<file path="config.mk">
export PLATFORM = sky130hd
export DESIGN_NAME = cgra_result_dispatch
export DESIGN_NICKNAME = d
export VERILOG_FILES = /design/src/logic/dispatch_pkg.sv /design/src/logic/word_packer.sv /design/src/logic/line_fifo.sv /design/src/logic/wb_line_writer.sv /design/src/logic/cgra_result_dispatch.sv
export SDC_FILE = /design/constraint.sdc
export NUM_CORES = 1
export LEC_CHECK = 0
export BUFFER_PORTS_ARGS = -buffer_cell sky130_fd_sc_hd__buf_2
export CAP_MARGIN = 30
export CORE_MARGIN = 3
export CORE_UTILIZATION = 40
export CTS_CLUSTER_DIAMETER = 60
export DETAILED_ROUTE_END_ITERATION = 8
export SLEW_MARGIN = 20
export SYNTH_ARGS = -nofsm -noshare
export SYNTH_HDL_FRONTEND = slang
export SYNTH_SLANG_ARGS = --single-unit
</file>
<file path="constraint.sdc">
create_clock -name clk -period 17.4 [get_ports clk]
set_input_delay 1.74 -clock clk [delete_from_list [all_inputs] [get_ports clk]]
set_output_delay 1.74 -clock clk [all_outputs]
set_load 0.05 [all_outputs]
</file>
<file path="src/logic/dispatch_pkg.sv">
`default_nettype none

package dispatch_pkg;

  // one beat on the memory bus and its byte address.
  localparam int WB_DATA_WIDTH = 32;
  localparam int WB_ADDR_WIDTH = 32;
  localparam int WB_SEL_WIDTH  = WB_DATA_WIDTH / 8;

  typedef logic [WB_DATA_WIDTH-1:0] wb_data_t;
  typedef logic [WB_ADDR_WIDTH-1:0] wb_addr_t;
  typedef logic [WB_SEL_WIDTH-1:0]  wb_sel_t;

  // the HAND states mean that buffer is full and the other one is filling.
  typedef enum logic [1:0] {
    FILL_A,
    HAND_A,
    FILL_B,
    HAND_B
  } packer_state_e;

  typedef enum logic [1:0] {
    IDLE,
    BUS,  // strobe is up until the slave acks.
    NEXT  // one low cycle between beats.
  } writer_state_e;

endpackage

`default_nettype wire

</file>
<file path="src/logic/word_packer.sv">
`timescale 1ns/100ps
`default_nettype none

module word_packer
  import dispatch_pkg::*;
#(
  parameter int WORD_WIDTH = 16,
  parameter int LINE_WIDTH = 128
) (
  input  wire                   clk,
  input  wire                   rst,
  input  wire                   en,
  input  wire                   push_data,
  input  wire  [WORD_WIDTH-1:0] data_in,
  input  wire                   available_write,
  output logic                  available_push,
  output logic                  request_write,
  output logic [LINE_WIDTH-1:0] write_data
);

  localparam int NUM = LINE_WIDTH / WORD_WIDTH;

  packer_state_e state;

  logic [LINE_WIDTH-1:0] buf_a;
  logic [LINE_WIDTH-1:0] buf_b;
  logic [NUM-1:0]        cnt_a;  // one-hot count where bit k set means k words held.
  logic [NUM-1:0]        cnt_b;

  logic accept;
  logic push_a;
  logic push_b;
  logic release_a;
  logic release_b;
  logic rel_a;  // first stage of the request pipeline.
  logic rel_b;

  assign accept = en & push_data & available_push;

  // A fills in FILL_A and while B waits; B fills in FILL_B and while A waits.
  assign push_a = accept & ((state == FILL_A) | (state == HAND_B));
  assign push_b = accept & ((state == FILL_B) | (state == HAND_A));

  assign release_a = en & available_write & (state == HAND_A);
  assign release_b = en & available_write & (state == HAND_B);

  // new words enter at the top, so the first word ends up in the low bits.
  always_ff @(posedge clk) begin
    if (push_a) begin
      buf_a <= {data_in, buf_a[LINE_WIDTH-1:WORD_WIDTH]};
    end
    if (push_b) begin
      buf_b <= {data_in, buf_b[LINE_WIDTH-1:WORD_WIDTH]};
    end
  end

  always_ff @(posedge clk) begin
    if (rst) begin
      state <= FILL_A;
      cnt_a <= NUM'(1);
      cnt_b <= NUM'(1);
    end else begin
      if (release_a) begin
        cnt_a <= NUM'(1);
      end else if (push_a) begin
        cnt_a <= cnt_a << 1;
      end

      if (release_b) begin
        cnt_b <= NUM'(1);
      end else if (push_b) begin
        cnt_b <= cnt_b << 1;
      end

      // the waiting side never fills up completely because available_push stops it.
      case (state)
        FILL_A: begin
          if (push_a && cnt_a[NUM-1]) begin
            state <= HAND_A;
          end
        end
        HAND_A: begin
          if (release_a) begin
            state <= FILL_B;
          end
        end
        FILL_B: begin
          if (push_b && cnt_b[NUM-1]) begin
            state <= HAND_B;
          end
        end
        HAND_B: begin
          if (release_b) begin
            state <= FILL_A;
          end
        end
        default: state <= FILL_A;
      endcase
    end
  end

  // stop the CGRA one word short of a second full line.
  always_ff @(posedge clk) begin
    if (rst) begin
      available_push <= 1'b1;
    end else if (release_a || release_b) begin
      available_push <= 1'b1;
    end else if ((push_b && (state == HAND_A) && cnt_b[NUM-2]) ||
                 (push_a && (state == HAND_B) && cnt_a[NUM-2])) begin
      available_push <= 1'b0;
    end
  end

  // the handoff runs on even with en low, so a released line always leaves.
  always_ff @(posedge clk) begin
    if (rst) begin
      rel_a         <= 1'b0;
      rel_b         <= 1'b0;
      request_write <= 1'b0;
    end else begin
      rel_a         <= release_a;
      rel_b         <= release_b;
      request_write <= rel_a | rel_b;
    end
  end

  always_ff @(posedge clk) begin
    if (rel_a) begin
      write_data <= buf_a;
    end else if (rel_b) begin
      write_data <= buf_b;
    end
  end

endmodule

`default_nettype wire

</file>
<file path="src/logic/line_fifo.sv">
`timescale 1ns/100ps
`default_nettype none

module line_fifo #(
  parameter int LINE_WIDTH = 128,
  parameter int FIFO_DEPTH = 4
) (
  input  wire                   clk,
  input  wire                   rst,
  input  wire                   push,
  input  wire  [LINE_WIDTH-1:0] wr_data,
  input  wire                   pop,
  output logic [LINE_WIDTH-1:0] rd_data,
  output logic                  empty,
  output logic                  room
);

  localparam int PTR_WIDTH = (FIFO_DEPTH > 1) ? $clog2(FIFO_DEPTH) : 1;
  localparam int CNT_WIDTH = $clog2(FIFO_DEPTH + 1);

  localparam logic [PTR_WIDTH-1:0] LAST_SLOT  = PTR_WIDTH'(FIFO_DEPTH - 1);
  localparam logic [CNT_WIDTH-1:0] FULL_COUNT = CNT_WIDTH'(FIFO_DEPTH);
  localparam logic [CNT_WIDTH-1:0] ROOM_LIMIT = CNT_WIDTH'(FIFO_DEPTH - 2);

  logic [LINE_WIDTH-1:0] mem [FIFO_DEPTH];
  logic [PTR_WIDTH-1:0]  wr_ptr;
  logic [PTR_WIDTH-1:0]  rd_ptr;
  logic [CNT_WIDTH-1:0]  count;

  logic do_push;
  logic do_pop;

  assign do_push = push && (count != FULL_COUNT);
  assign do_pop  = pop && !empty;

  assign rd_data = mem[rd_ptr];  // head of the queue is visible without a pop.
  assign empty   = (count == '0);
  assign room    = (count <= ROOM_LIMIT);  // two free slots for the lines in the packer.

  always_ff @(posedge clk) begin
    if (do_push) begin
      mem[wr_ptr] <= wr_data;
    end
  end

  always_ff @(posedge clk) begin
    if (rst) begin
      wr_ptr <= '0;
      rd_ptr <= '0;
      count  <= '0;
    end else begin
      if (do_push) begin
        wr_ptr <= (wr_ptr == LAST_SLOT) ? '0 : wr_ptr + 1'b1;
      end
      if (do_pop) begin
        rd_ptr <= (rd_ptr == LAST_SLOT) ? '0 : rd_ptr + 1'b1;
      end
      case ({do_push, do_pop})
        2'b10:   count <= count + 1'b1;
        2'b01:   count <= count - 1'b1;
        default: count <= count;
      endcase
    end
  end

endmodule

`default_nettype wire

</file>
<file path="src/logic/wb_line_writer.sv">
`timescale 1ns/100ps
`default_nettype none

module wb_line_writer
  import dispatch_pkg::*;
#(
  parameter int LINE_WIDTH = 128
) (
  input  wire                   clk,
  input  wire                   rst,
  input  wire  wb_addr_t        base_addr,
  input  wire                   line_valid,
  input  wire  [LINE_WIDTH-1:0] line_data,
  input  wire                   wb_ack,
  output logic                  line_pop,
  output logic                  wb_cyc,
  output logic                  wb_stb,
  output logic                  wb_we,
  output wb_addr_t              wb_adr,
  output wb_sel_t               wb_sel,
  output wb_data_t              wb_dat_w
);

  localparam int BEATS      = LINE_WIDTH / WB_DATA_WIDTH;
  localparam int BEAT_WIDTH = (BEATS > 1) ? $clog2(BEATS) : 1;

  localparam logic [BEAT_WIDTH-1:0] LAST_BEAT  = BEAT_WIDTH'(BEATS - 1);
  localparam wb_addr_t              BEAT_BYTES = wb_addr_t'(WB_DATA_WIDTH / 8);

  writer_state_e state;

  logic [LINE_WIDTH-1:0] line_q;
  logic [BEAT_WIDTH-1:0] beat;
  wb_addr_t              addr_q;
  logic                  bus_active;

  // take a new line only from IDLE.
  assign line_pop   = (state == IDLE) && line_valid;
  assign bus_active = (state == BUS);

  // in a classic single write cyc and stb move together.
  assign wb_cyc   = bus_active;
  assign wb_stb   = bus_active;
  assign wb_we    = 1'b1;
  assign wb_sel   = '1;  // always full words.
  assign wb_adr   = addr_q;
  assign wb_dat_w = line_q[beat * WB_DATA_WIDTH +: WB_DATA_WIDTH];

  always_ff @(posedge clk) begin
    if (line_pop) begin
      line_q <= line_data;
    end
  end

  always_ff @(posedge clk) begin
    if (rst) begin
      state  <= IDLE;
      beat   <= '0;
      addr_q <= base_addr;
    end else begin
      case (state)
        IDLE: begin
          if (line_valid) begin
            beat  <= '0;
            state <= BUS;
          end
        end
        BUS: begin
          // address keeps running across lines.
          if (wb_ack) begin
            addr_q <= addr_q + BEAT_BYTES;
            state  <= NEXT;
          end
        end
        NEXT: begin
          if (beat == LAST_BEAT) begin
            state <= IDLE;
          end else begin
            beat  <= beat + 1'b1;
            state <= BUS;
          end
        end
        default: state <= IDLE;
      endcase
    end
  end

endmodule

`default_nettype wire

</file>
<file path="src/logic/cgra_result_dispatch.sv">
`timescale 1ns/100ps
`default_nettype none

module cgra_result_dispatch
  import dispatch_pkg::*;
#(
  parameter int WORD_WIDTH = 16,
  parameter int LINE_WIDTH = 128,  // multiple of WORD_WIDTH and of the bus width.
  parameter int FIFO_DEPTH = 4
) (
  input  wire                   clk,
  input  wire                   rst,

  input  wire                   en,
  input  wire                   push_data,
  input  wire  [WORD_WIDTH-1:0] data_in,
  output logic                  available_push,

  input  wire  wb_addr_t        base_addr,

  output logic                  wb_cyc,
  output logic                  wb_stb,
  output logic                  wb_we,
  output wb_addr_t              wb_adr,
  output wb_sel_t               wb_sel,
  output wb_data_t              wb_dat_w,
  input  wire                   wb_ack
);

  logic                  request_write;
  logic [LINE_WIDTH-1:0] write_data;
  logic                  fifo_room;
  logic                  fifo_empty;
  logic [LINE_WIDTH-1:0] fifo_rd_data;
  logic                  line_pop;

  word_packer #(
    .WORD_WIDTH(WORD_WIDTH),
    .LINE_WIDTH(LINE_WIDTH)
  ) u_packer (
    .clk            (clk),
    .rst            (rst),
    .en             (en),
    .push_data      (push_data),
    .data_in        (data_in),
    .available_write(fifo_room),
    .available_push (available_push),
    .request_write  (request_write),
    .write_data     (write_data)
  );

  line_fifo #(
    .LINE_WIDTH(LINE_WIDTH),
    .FIFO_DEPTH(FIFO_DEPTH)
  ) u_fifo (
    .clk    (clk),
    .rst    (rst),
    .push   (request_write),
    .wr_data(write_data),
    .pop    (line_pop),
    .rd_data(fifo_rd_data),
    .empty  (fifo_empty),
    .room   (fifo_room)
  );

  wb_line_writer #(
    .LINE_WIDTH(LINE_WIDTH)
  ) u_writer (
    .clk       (clk),
    .rst       (rst),
    .base_addr (base_addr),
    .line_valid(~fifo_empty),
    .line_data (fifo_rd_data),
    .wb_ack    (wb_ack),
    .line_pop  (line_pop),
    .wb_cyc    (wb_cyc),
    .wb_stb    (wb_stb),
    .wb_we     (wb_we),
    .wb_adr    (wb_adr),
    .wb_sel    (wb_sel),
    .wb_dat_w  (wb_dat_w)
  );

endmodule

`default_nettype wire

</file>
# Word-level counts from Yosys, hierarchy flattened

Memories as Yosys holds them, arrays and structs flattened. A register that Yosys moved wholly into a read port is not among the register bits.
Index checks and enable logic that the tools add are counted.

Register bits: 449
RAM bits: 512
Input bits: 53
Memories: 1

Add/subtract/negate cells: 6
$lt $le $gt $ge: 1
Eq/ne operators: 18
Shift operators: 1
Muxes and demuxes: 22
Bitwise gates (word level): 11
Reductions and logical operators: 27

Memories:

| name       | depth | bits a word | read ports | clocked after Yosys merged registers in | write ports | RTL line        | source |
|---|---|---|---|---|---|---|---|
| u_fifo.mem | 4     | 128         | 1          | 1                                       | 1           | line_fifo.sv:25 | `logic [LINE_WIDTH-1:0] mem [FIFO_DEPTH];` |

Operator list:

| kind                  | count |
|---|---|
| $mux 128              | 2 |
| $shiftx 128x8->32     | 1 |
| $mux 32               | 3 |
| $add 32x3->32 const B | 1 |
| $mux 2                | 10 |
| $eq 2x2->1 const B    | 7 |
| $reduce_bool 2->1     | 5 |
| $logic_and 1x1->1     | 9 |
| $ne 2x2->1 const B    | 4 |
| $pmux 2 s4            | 1 |
| $and 1x1->1           | 7 |
| $add 2x1->2 const B   | 3 |
| $eq 2x1->1 const B    | 3 |
| $ne 2x1->1 const B    | 3 |
| $pmux 2 s3            | 1 |
| $pmux 3 s2            | 1 |
| $reduce_or 2->1       | 3 |
| $logic_not 2->1       | 2 |
| $pmux 2 s2            | 1 |
| $reduce_and 2->1      | 2 |
| $reduce_and 4->1      | 1 |
| $add 3x1->3 const B   | 1 |
| $le 3x2->1 const B    | 1 |
| $logic_not 3->1       | 1 |
| other kinds (8)       | 13 |

# Longest topological paths before layout

Gate-level depths: netlist of the first run.

Word-level depth: 6
Depth in mapped cells: 9
Gate-level depth less buffers: 9

# Modules after synthesis

From an unflattened synthesis of the first run, not the netlist that was laid out.

Cells, all modules: 1751
Area total of the unflattened synthesis: 39715.6 um^2

Modules (own cells, without submodules):

| module               | instances | cells an instance | area an instance (um^2) | sequential area each (um^2) |
|---|---|---|---|---|
| line_fifo            | 1         | 721               | 18974.4                 | 15554.9 |
| word_packer          | 1         | 628               | 13949.6                 | 11971.5 |
| wb_line_writer       | 1         | 401               | 6787.8                  | 4884.7 |
| cgra_result_dispatch | 1         | 1                 | 3.8                     | 0.0 |

# Least setup slack after synthesis of the first run

Ideal clock, no wire load.

Path kind: reg-to-reg
Start: register u_fifo.count[0]
End: register u_fifo.count[2]
Data arrival time: 7.946 ns
Required time: 17.329 ns
Path slack: 9.383 ns
Cell stages (with the launch flop): 9
Path through: dfxtp_1 -> inv_1 -> a311oi_2 -> ha_1 -> inv_1 -> fa_1 -> xor2_1 -> or3_1 -> a21oi_1

Cells in the longest elaborated chain, start to end: 6
Elaborated cells on any way between the ends: 13
Classes of those cells: add/sub: 2; eq/ne: 3; mux: 1; bitwise: 1; reduce/logical: 6

Ends and longest elaborated chain:

| what                                                   | RTL line                   | source |
|---|---|---|
| start: declaration                                     | line_fifo.sv:28            | `logic [CNT_WIDTH-1:0] count;` |
| start signal: assignment                               | line_fifo.sv:59            | `2'b10: count <= count + 1'b1;` |
| start signal: assignment                               | line_fifo.sv:60            | `2'b01: count <= count - 1'b1;` |
| start signal: assignment                               | line_fifo.sv:61            | `default: count <= count;` |
| $logic_not 3->1 (*)                                    | line_fifo.sv:37            | `assign empty = (count == '0);` |
| $not 1->1 (*)                                          | cgra_result_dispatch.sv:72 | `.line_valid(~fifo_empty),` |
| $logic_and 1x1->1 (*)                                  | wb_line_writer.sv:38       | `assign line_pop = (state == IDLE) && line_valid;` |
| named net line_pop                                     | cgra_result_dispatch.sv:35 | `logic line_pop;` |
| $logic_and 1x1->1 (*)                                  | line_fifo.sv:34            | `assign do_pop = pop && !empty;` |
| $eq 2x1->1 / $eq 2x2->1 (equally long branches)        | line_fifo.sv:58            | `case ({do_push, do_pop})` |
| $pmux 3 s2 / $reduce_bool 2->1 (equally long branches) | n/a                        |  |

The timed path passes the listed nets; every way through them passes the cells marked *.
A chain may end at the register's enable or synchronous reset.

# Worst setup path in the final report of the first run

Start: register u_writer.beat[0]
End: output port wb_dat_w[13]

Cells in the longest elaborated chain, start to end: 1

Ends and longest elaborated chain:

| what                     | RTL line                   | source |
|---|---|---|
| start: declaration       | wb_line_writer.sv:33       | `logic [BEAT_WIDTH-1:0] beat;` |
| start signal: assignment | wb_line_writer.sv:79       | `beat <= beat + 1'b1;` |
| $shiftx 128x8->32        | wb_line_writer.sv:47       | `assign wb_dat_w = line_q[beat * WB_DATA_WIDTH +: WB_DATA_WIDTH];` |
| end: declaration         | cgra_result_dispatch.sv:26 | `output wb_data_t wb_dat_w,` |

No other way between the ends.

==> results of run 1 <==
[registers in the layout, summed over array words and instances (netlist names), 2 cells and up]
register / cells
u_fifo.count: 3
u_writer.wb_adr: 32
u_fifo.wr_ptr: 2
u_packer.state: 2
u_packer.cnt_b: 8
u_fifo.rd_ptr: 2
u_fifo.mem: 512
u_packer.buf_a: 128
u_writer.line_q: 128
u_packer.cnt_a: 8
u_writer.beat: 2
u_packer.write_data: 128
u_packer.buf_b: 128
u_writer.state: 2
[worst reg2reg max path: stages (launching register included)]
cell and delay [ns]:
dfxtp_1 0.39, inv_1 0.09, ha_1 0.32, nand4_1 0.42, inv_6 0.75, buf_4 0.86
[cell type report]
| class | instances | area (µm²) | area share [%] |
|---|---|---|---|
| tap | 1276 | 1600 | 3.54 |
| multi-input combinational | 557 | 6700 | 14.9 |
| sequential | 1089 | 32400 | 71.8 |
| inverter | 16 | 70.1 | 0.155 |
| timing repair buffer | 149 | 1010 | 2.24 |
| antenna | 1 | 2.50 | 0.00555 |
| clock buffer | 128 | 2820 | 6.25 |
| clock inverter | 70 | 528 | 1.17 |
[Yosys cell counts, types with 12 or more instances]
cell type  instances
nand2_1           60
nand3_1           19
buf_2             16
a21oi_1           17
mux4_2           160
clkbuf_1          36
mux2_2           129
inv_1             14
ha_1              12
a31oi_1           12
dfxtp_1           33
nor2_1            28
edfxtp_1        1056
o21ai_0           18
[stage by stage]
stage	hold WS [ns]	power (mW)	cell area (µm²)	cells
finish	0.439	6.05	45100	3286
detailed placement	0.427	3.94	41700	3083
floorplan	0.420	3.75	39400	1732
global placement	0.423	3.93	41500	3078
global route	0.446	6.29	45100	3286
CTS	0.434	6.13	45000	3281
[worst paths after layout]
path | from | to | slack [ns] | depth (start not counted)
max | u_writer.beat[0] | wb_dat_w[13] | 13.05 | 3
min | u_packer.buf_a[41] | u_packer.buf_a[25] | 0.44 | 0
max reg2reg | u_packer.state[0] | u_packer.buf_b[41] | 14.10 | 5
min reg2reg | u_packer.buf_a[41] | u_packer.buf_a[25] | 0.44 | 0
[per-layer routing]
metal	track usage [%]	vias to the layer above	part of all wire, %
met3	2.31	113	4.1
li1	-	7516	-
met2	23.4	360	50
met5	0	-	0
met4	4.00	0	1.8
met1	18.9	8900	44
[power breakdown]
part,internal [mW],total (mW),switching (mW)
Sequential,3.06,3.14,0.0877
Clock,1.26,2.18,0.928
Combinational,0.284,0.723,0.439
Total,4.59,6.05,1.45
[cell families (layout without fill, tap and decap cells)]
family	Yosys count	in the layout	share of synthesized area, %
xor+xnor	15	15	0.333
simple gates	161	161	2.08
fa+ha+maj	13	13	0.432
mux	294	294	13.0
flops	1089	1089	82.1
buf+inv	86	363	0.956
other cells	1	6	0.00952
compound gates	69	69	1.09
==> flow_summary_export.csv, run 1 <==
group,metric,value,unit
routing,post_drt_via_cell_ratio,5.14,
routing,detail-route-antenna-nets,0,
routing,drtIter0Drc,1466,
sta,tns,0,ns
synthesis,syn-mean-instance-area,22.8,µm²
worst_setup_path,cp-start-kind,"flop",
clock_network,clk_latency,0.66,ns
worst_setup_path,cp.arrival,2.61,ns
placed_design,pre_cts_ws,13.03,ns
clock_network,clk_pin_slew,0.06,ns
routing,dr.pass1.iters,5,
sta,hold_viol_final,0,
sta,tightest_slew,1.05,ns
die,placementRows,114,
sta,period_share,25.0,%
worst_setup_path,cpPeakStageDelay,0.68,ns
global_routing,grt_pass1_vias,18200,
die,die_w,320,µm
synthesis,yosys_warnings,0,
sta,setup_viol,0,
cells_and_area,mostFrequentLayoutCells,"1,056 x edfxtp_1, 160 x mux4_2, 129 x mux2_2",
placed_design,routabilityCongestion,0.737,
sta,relSlewSlack,30.3,%
synthesis,synthCells,1728,
synthesis,synth_largest_area_cell,"edfxtp_1",
routing,vias,16900,
worst_setup_path,cpMaxStageDelayCell,"mux4_2",
clock_network,clockBufferDepth,3,
clock_network,root_buffer,"clkbuf_16",
worst_setup_path,cp_max_fo,35,
synthesis,synth.distinct_cells,52,
die,dieArea,0.102,mm²
synthesis,syn_area,0.0394,mm²
clock_network,cts_buffers,107,
routing,drc,0,
global_routing,grt.overflow.total,0,
synthesis,synthArstFlopShare,0,%
worst_setup_path,crit_type,"flop to primary output",
sta,rsz0062_at_grt,"false",
clock_network,cts_sinks,1089,
clock_network,cts.repair.resized,0,
power_and_ir_drop,p_leak,14.0,nW
die,pin_count,125,
outcome,status,"completed",
placed_design,io_buffers,119,
synthesis,synthFlopType,"edfxtp_1",
worst_setup_path,worstPathCellList,"buf_4 > mux4_2 > buf_2",
sta,fin_ws,13.05,ns
clock_network,post_cts.repair.setup_buffers,0,
synthesis,netlist_top_cells_area,"edfxtp_1 80%, mux4_2 9.1%, mux2_2 3.7%, dfxtp_1 1.7%, nand2_1 0.57%",
clock_network,cts_tree,"built",
cells_and_area,drive_gt1_share,30.1,%
cells_and_area,syn_to_final_growth,14.5,%
cells_and_area,nFillCells,7872,
global_routing,grtUsageTotal,13.9,%
power_and_ir_drop,ir_drop,0.000119,V
synthesis,synth_top_area_share,80.5,%
worst_setup_path,crit_required,15.66,ns
placed_design,dpl.hpwl,39000,µm
cells_and_area,final_common_cell,"edfxtp_1",
die,fp.dieH,320,µm
synthesis,yosysSeqAreaShare,82.1,%
sta,drv_slew,0,
global_routing,antenna_found_initial,2,
worst_setup_path,critPathTopFamily,"buffers and inverters",
clock_network,cts_hold_buf,0,
run,drv_cap,0,
die,core-area,0.0971,mm²
routing,wl_per_cell,21.5,µm
routing,routed_wl,70700,µm
sta,period_needed,4.35,ns
cells_and_area,fin_util,46.4,%
power_and_ir_drop,powerDensity,134,mW/mm²
synthesis,synth_seq_cells,1089,
sta,clock.fmax,230,MHz
cells_and_area,nNetsFinal,1986,
global_routing,grt_max_degree,134,
synthesis,synth-edff-count,1056,
clock_network,htreeDepth,3,
die,start_util,40.6,%
worst_setup_path,worst-path-buf-inv,2,
worst_setup_path,endpoint_kind,"primary output",
global_routing,grt_pass1_wl,109000,µm
min_path,hold_path.class,"flop to flop",
sta,skew,0.0194,ns
Note: power is estimated with default switching activity, not from simulation.
==> run 2: changes to the inputs <==
==> constraint.sdc (replaced) <==
create_clock -name clk -period 3.7 [get_ports clk]
set_input_delay 0.37 -clock clk [delete_from_list [all_inputs] [get_ports clk]]
set_output_delay 0.37 -clock clk [all_outputs]
set_load 0.05 [all_outputs]
==> run 2 against run 1 <==
Compared with the run above: design area is 0.78% higher; clock skew is 0.0035 ns lower; count of clock-buffer cells in the layout is 11 higher; non-clock buffer count is 43 higher; setup slack worse by 12 ns; power grew to 4.7 times the previous value; combinational power grew to 4.9 times the previous value; clock power grew to 4.6 times the previous value; critical path type unchanged; largest cell class unchanged; highest routed layer is now met5.
==> flow_summary_export.csv, run 2 (same netlist as run 1, synthesis figures left out) <==
group,metric,value,unit
sta,whs,0.0693,ns
sta,period_share,79.0,%
worst_setup_path,critPathTopFamily,"flip-flops",
cells_and_area,drive_gt1_share,29.9,%
clock_network,clk_latency,0.65,ns
die,dieArea,0.102,mm²
worst_setup_path,crit_required,3.33,ns
routing,drtIter0Drc,1244,
worst_setup_path,r2r_slack,1.12,ns
die,start_util,40.6,%
sta,tightest_slew,0.961,ns
sta,setup_viol,0,
routing,detail-route-antenna-nets,0,
power_and_ir_drop,powerDensity,626,mW/mm²
die,placementRows,114,
outcome,status,"completed",
sta,drv_slew,0,
placed_design,io_buffers,119,
die,core-area,0.0971,mm²
cells_and_area,diodes,0,
die,die_w,320,µm
global_routing,grt_pass1_vias,18100,
worst_setup_path,cp.arrival,2.55,ns
worst_setup_path,cp_max_fo,20,
global_routing,grt_max_degree,135,
cells_and_area,largest_reg_flops,512,
sta,hold_viol_final,0,
routing,vias,17000,
global_routing,grtUsageTotal,14.2,%
min_path,hold_path.class,"input pin to flop",
clock_network,cts.repair.resized,0,
cells_and_area,final_common_cell,"edfxtp_1",
cells_and_area,fin_util,46.8,%
power_and_ir_drop,p_leak,14.1,nW
worst_setup_path,cp-start-kind,"flop",
clock_network,cts_buffers,105,
clock_network,cts_sinks,1089,
sta,clock.fmax,342,MHz
die,fp.dieH,320,µm
worst_setup_path,cpPeakStageDelay,0.90,ns
cells_and_area,max_flop_register,"u_fifo.mem",
power_and_ir_drop,ir_drop,0.000452,V
routing,post_drt_via_cell_ratio,5.12,
clock_network,cts_tree,"built",
clock_network,clk_pin_slew,0.06,ns
cells_and_area,syn_to_final_growth,15.4,%
placed_design,place_area,0.0418,mm²
die,pin_count,125,
cells_and_area,final_cell_area,0.0455,mm²
run,drv_cap,0,
worst_setup_path,cpMaxStageDelayCell,"dfxtp_2",
worst_setup_path,crit_type,"flop to primary output",
clock_network,htreeDepth,3,
sta,skew,0.0159,ns
sta,relSlewSlack,35.9,%
clock_network,root_buffer,"clkbuf_16",
placed_design,dpl.hpwl,38800,µm
routing,drc,0,
placed_design,routabilityCongestion,0.732,
global_routing,antenna_found_initial,6,
cells_and_area,mostFrequentLayoutCells,"1,056 x edfxtp_1, 160 x mux4_2, 129 x mux2_2",
sta,rsz0062_at_grt,"false",
global_routing,grt.overflow.total,0,
global_routing,grt_pass1_wl,111000,µm
worst_setup_path,worstPathCellList,"buf_4 > mux4_2 > buf_2",
sta,fin_ws,0.777,ns
routing,routed_wl,71700,µm
sta,tns,0,ns
placed_design,pre_cts_ws,1.09,ns
sta,period_needed,2.92,ns
clock_network,clockBufferDepth,3,
worst_setup_path,worst-path-buf-inv,2,
cells_and_area,nNetsFinal,2027,
routing,dr.pass1.iters,5,
routing,wl_per_cell,21.6,µm
worst_setup_path,endpoint_kind,"primary output",
[run 2: cell types whose count changed in the layout (fill, tap and decap cells not counted), sizes merged]
cell	previous run	this run
dlygate4sd3	0	38
clkinv	56	39
clkbuf	128	139
buf	149	154
bufinv	7	5
diode	1	0
inv	21	20
[run 2: area by class of cell]
| type | instances | area [µm²] |
|---|---|---|
| Clock buffer | 139 | 2830 |
| Clock inverter | 50 | 432 |
| Fill cell | 7855 | 51700 |
| Inverter | 16 | 70.1 |
| Multi-Input combinational cell | 557 | 6700 |
| Sequential cell | 1089 | 32400 |
| Tap cell | 1276 | 1600 |
| Timing Repair Buffer | 192 | 1450 |
[run 2: final timing paths]
kind | depth (start not counted) | end | startpoint
setup / recovery | 3 | wb_dat_w[17] | u_writer.beat[1]
hold / removal | 3 | u_writer.wb_adr[24] | base_addr[24]
setup reg to reg | 7 | u_packer.state[1] | u_packer.state[0]
hold reg to reg | 0 | u_packer.buf_b[105] | u_packer.buf_b[121]
[run 2: per-layer routing]
| metal | global-route usage [%] | part of all wire, % |
|---|---|---|
| met1 | 19.2 | 44 |
| met3 | 2.22 | 4.2 |
| met4 | 4.91 | 2.6 |
| met2 | 23.6 | 50 |
| met5 | 0 | 0.057 |
[run 2: through the flow]
step           std cells  power [mW]
2_1_floorplan       1732        18.1
3_3_place_gp        3092        18.7
3_5_place_dp        3092        18.7
4_1_cts             3319        28.9
5_1_grt             3319        29.5
6_report            3319        28.4
[run 2: repair_timing]
item,in CTS,in global routing
hold endpoints to repair,54,0
setup buffers,0,0
hold buffers,38,0
[run 2: tightest hold or removal path, cell delays in order]
cell     delay [ns]
buf_2          0.08
nor2_1         0.03
a31oi_1        0.12
[run 2: where the power goes]
| group | internal, mW | switching [mW] |
|---|---|---|
| Clock | 5.73 | 4.34 |
| Sequential | 14.4 | 0.471 |
| Combinational | 1.44 | 2.09 |
| Total | 21.5 | 6.91 |
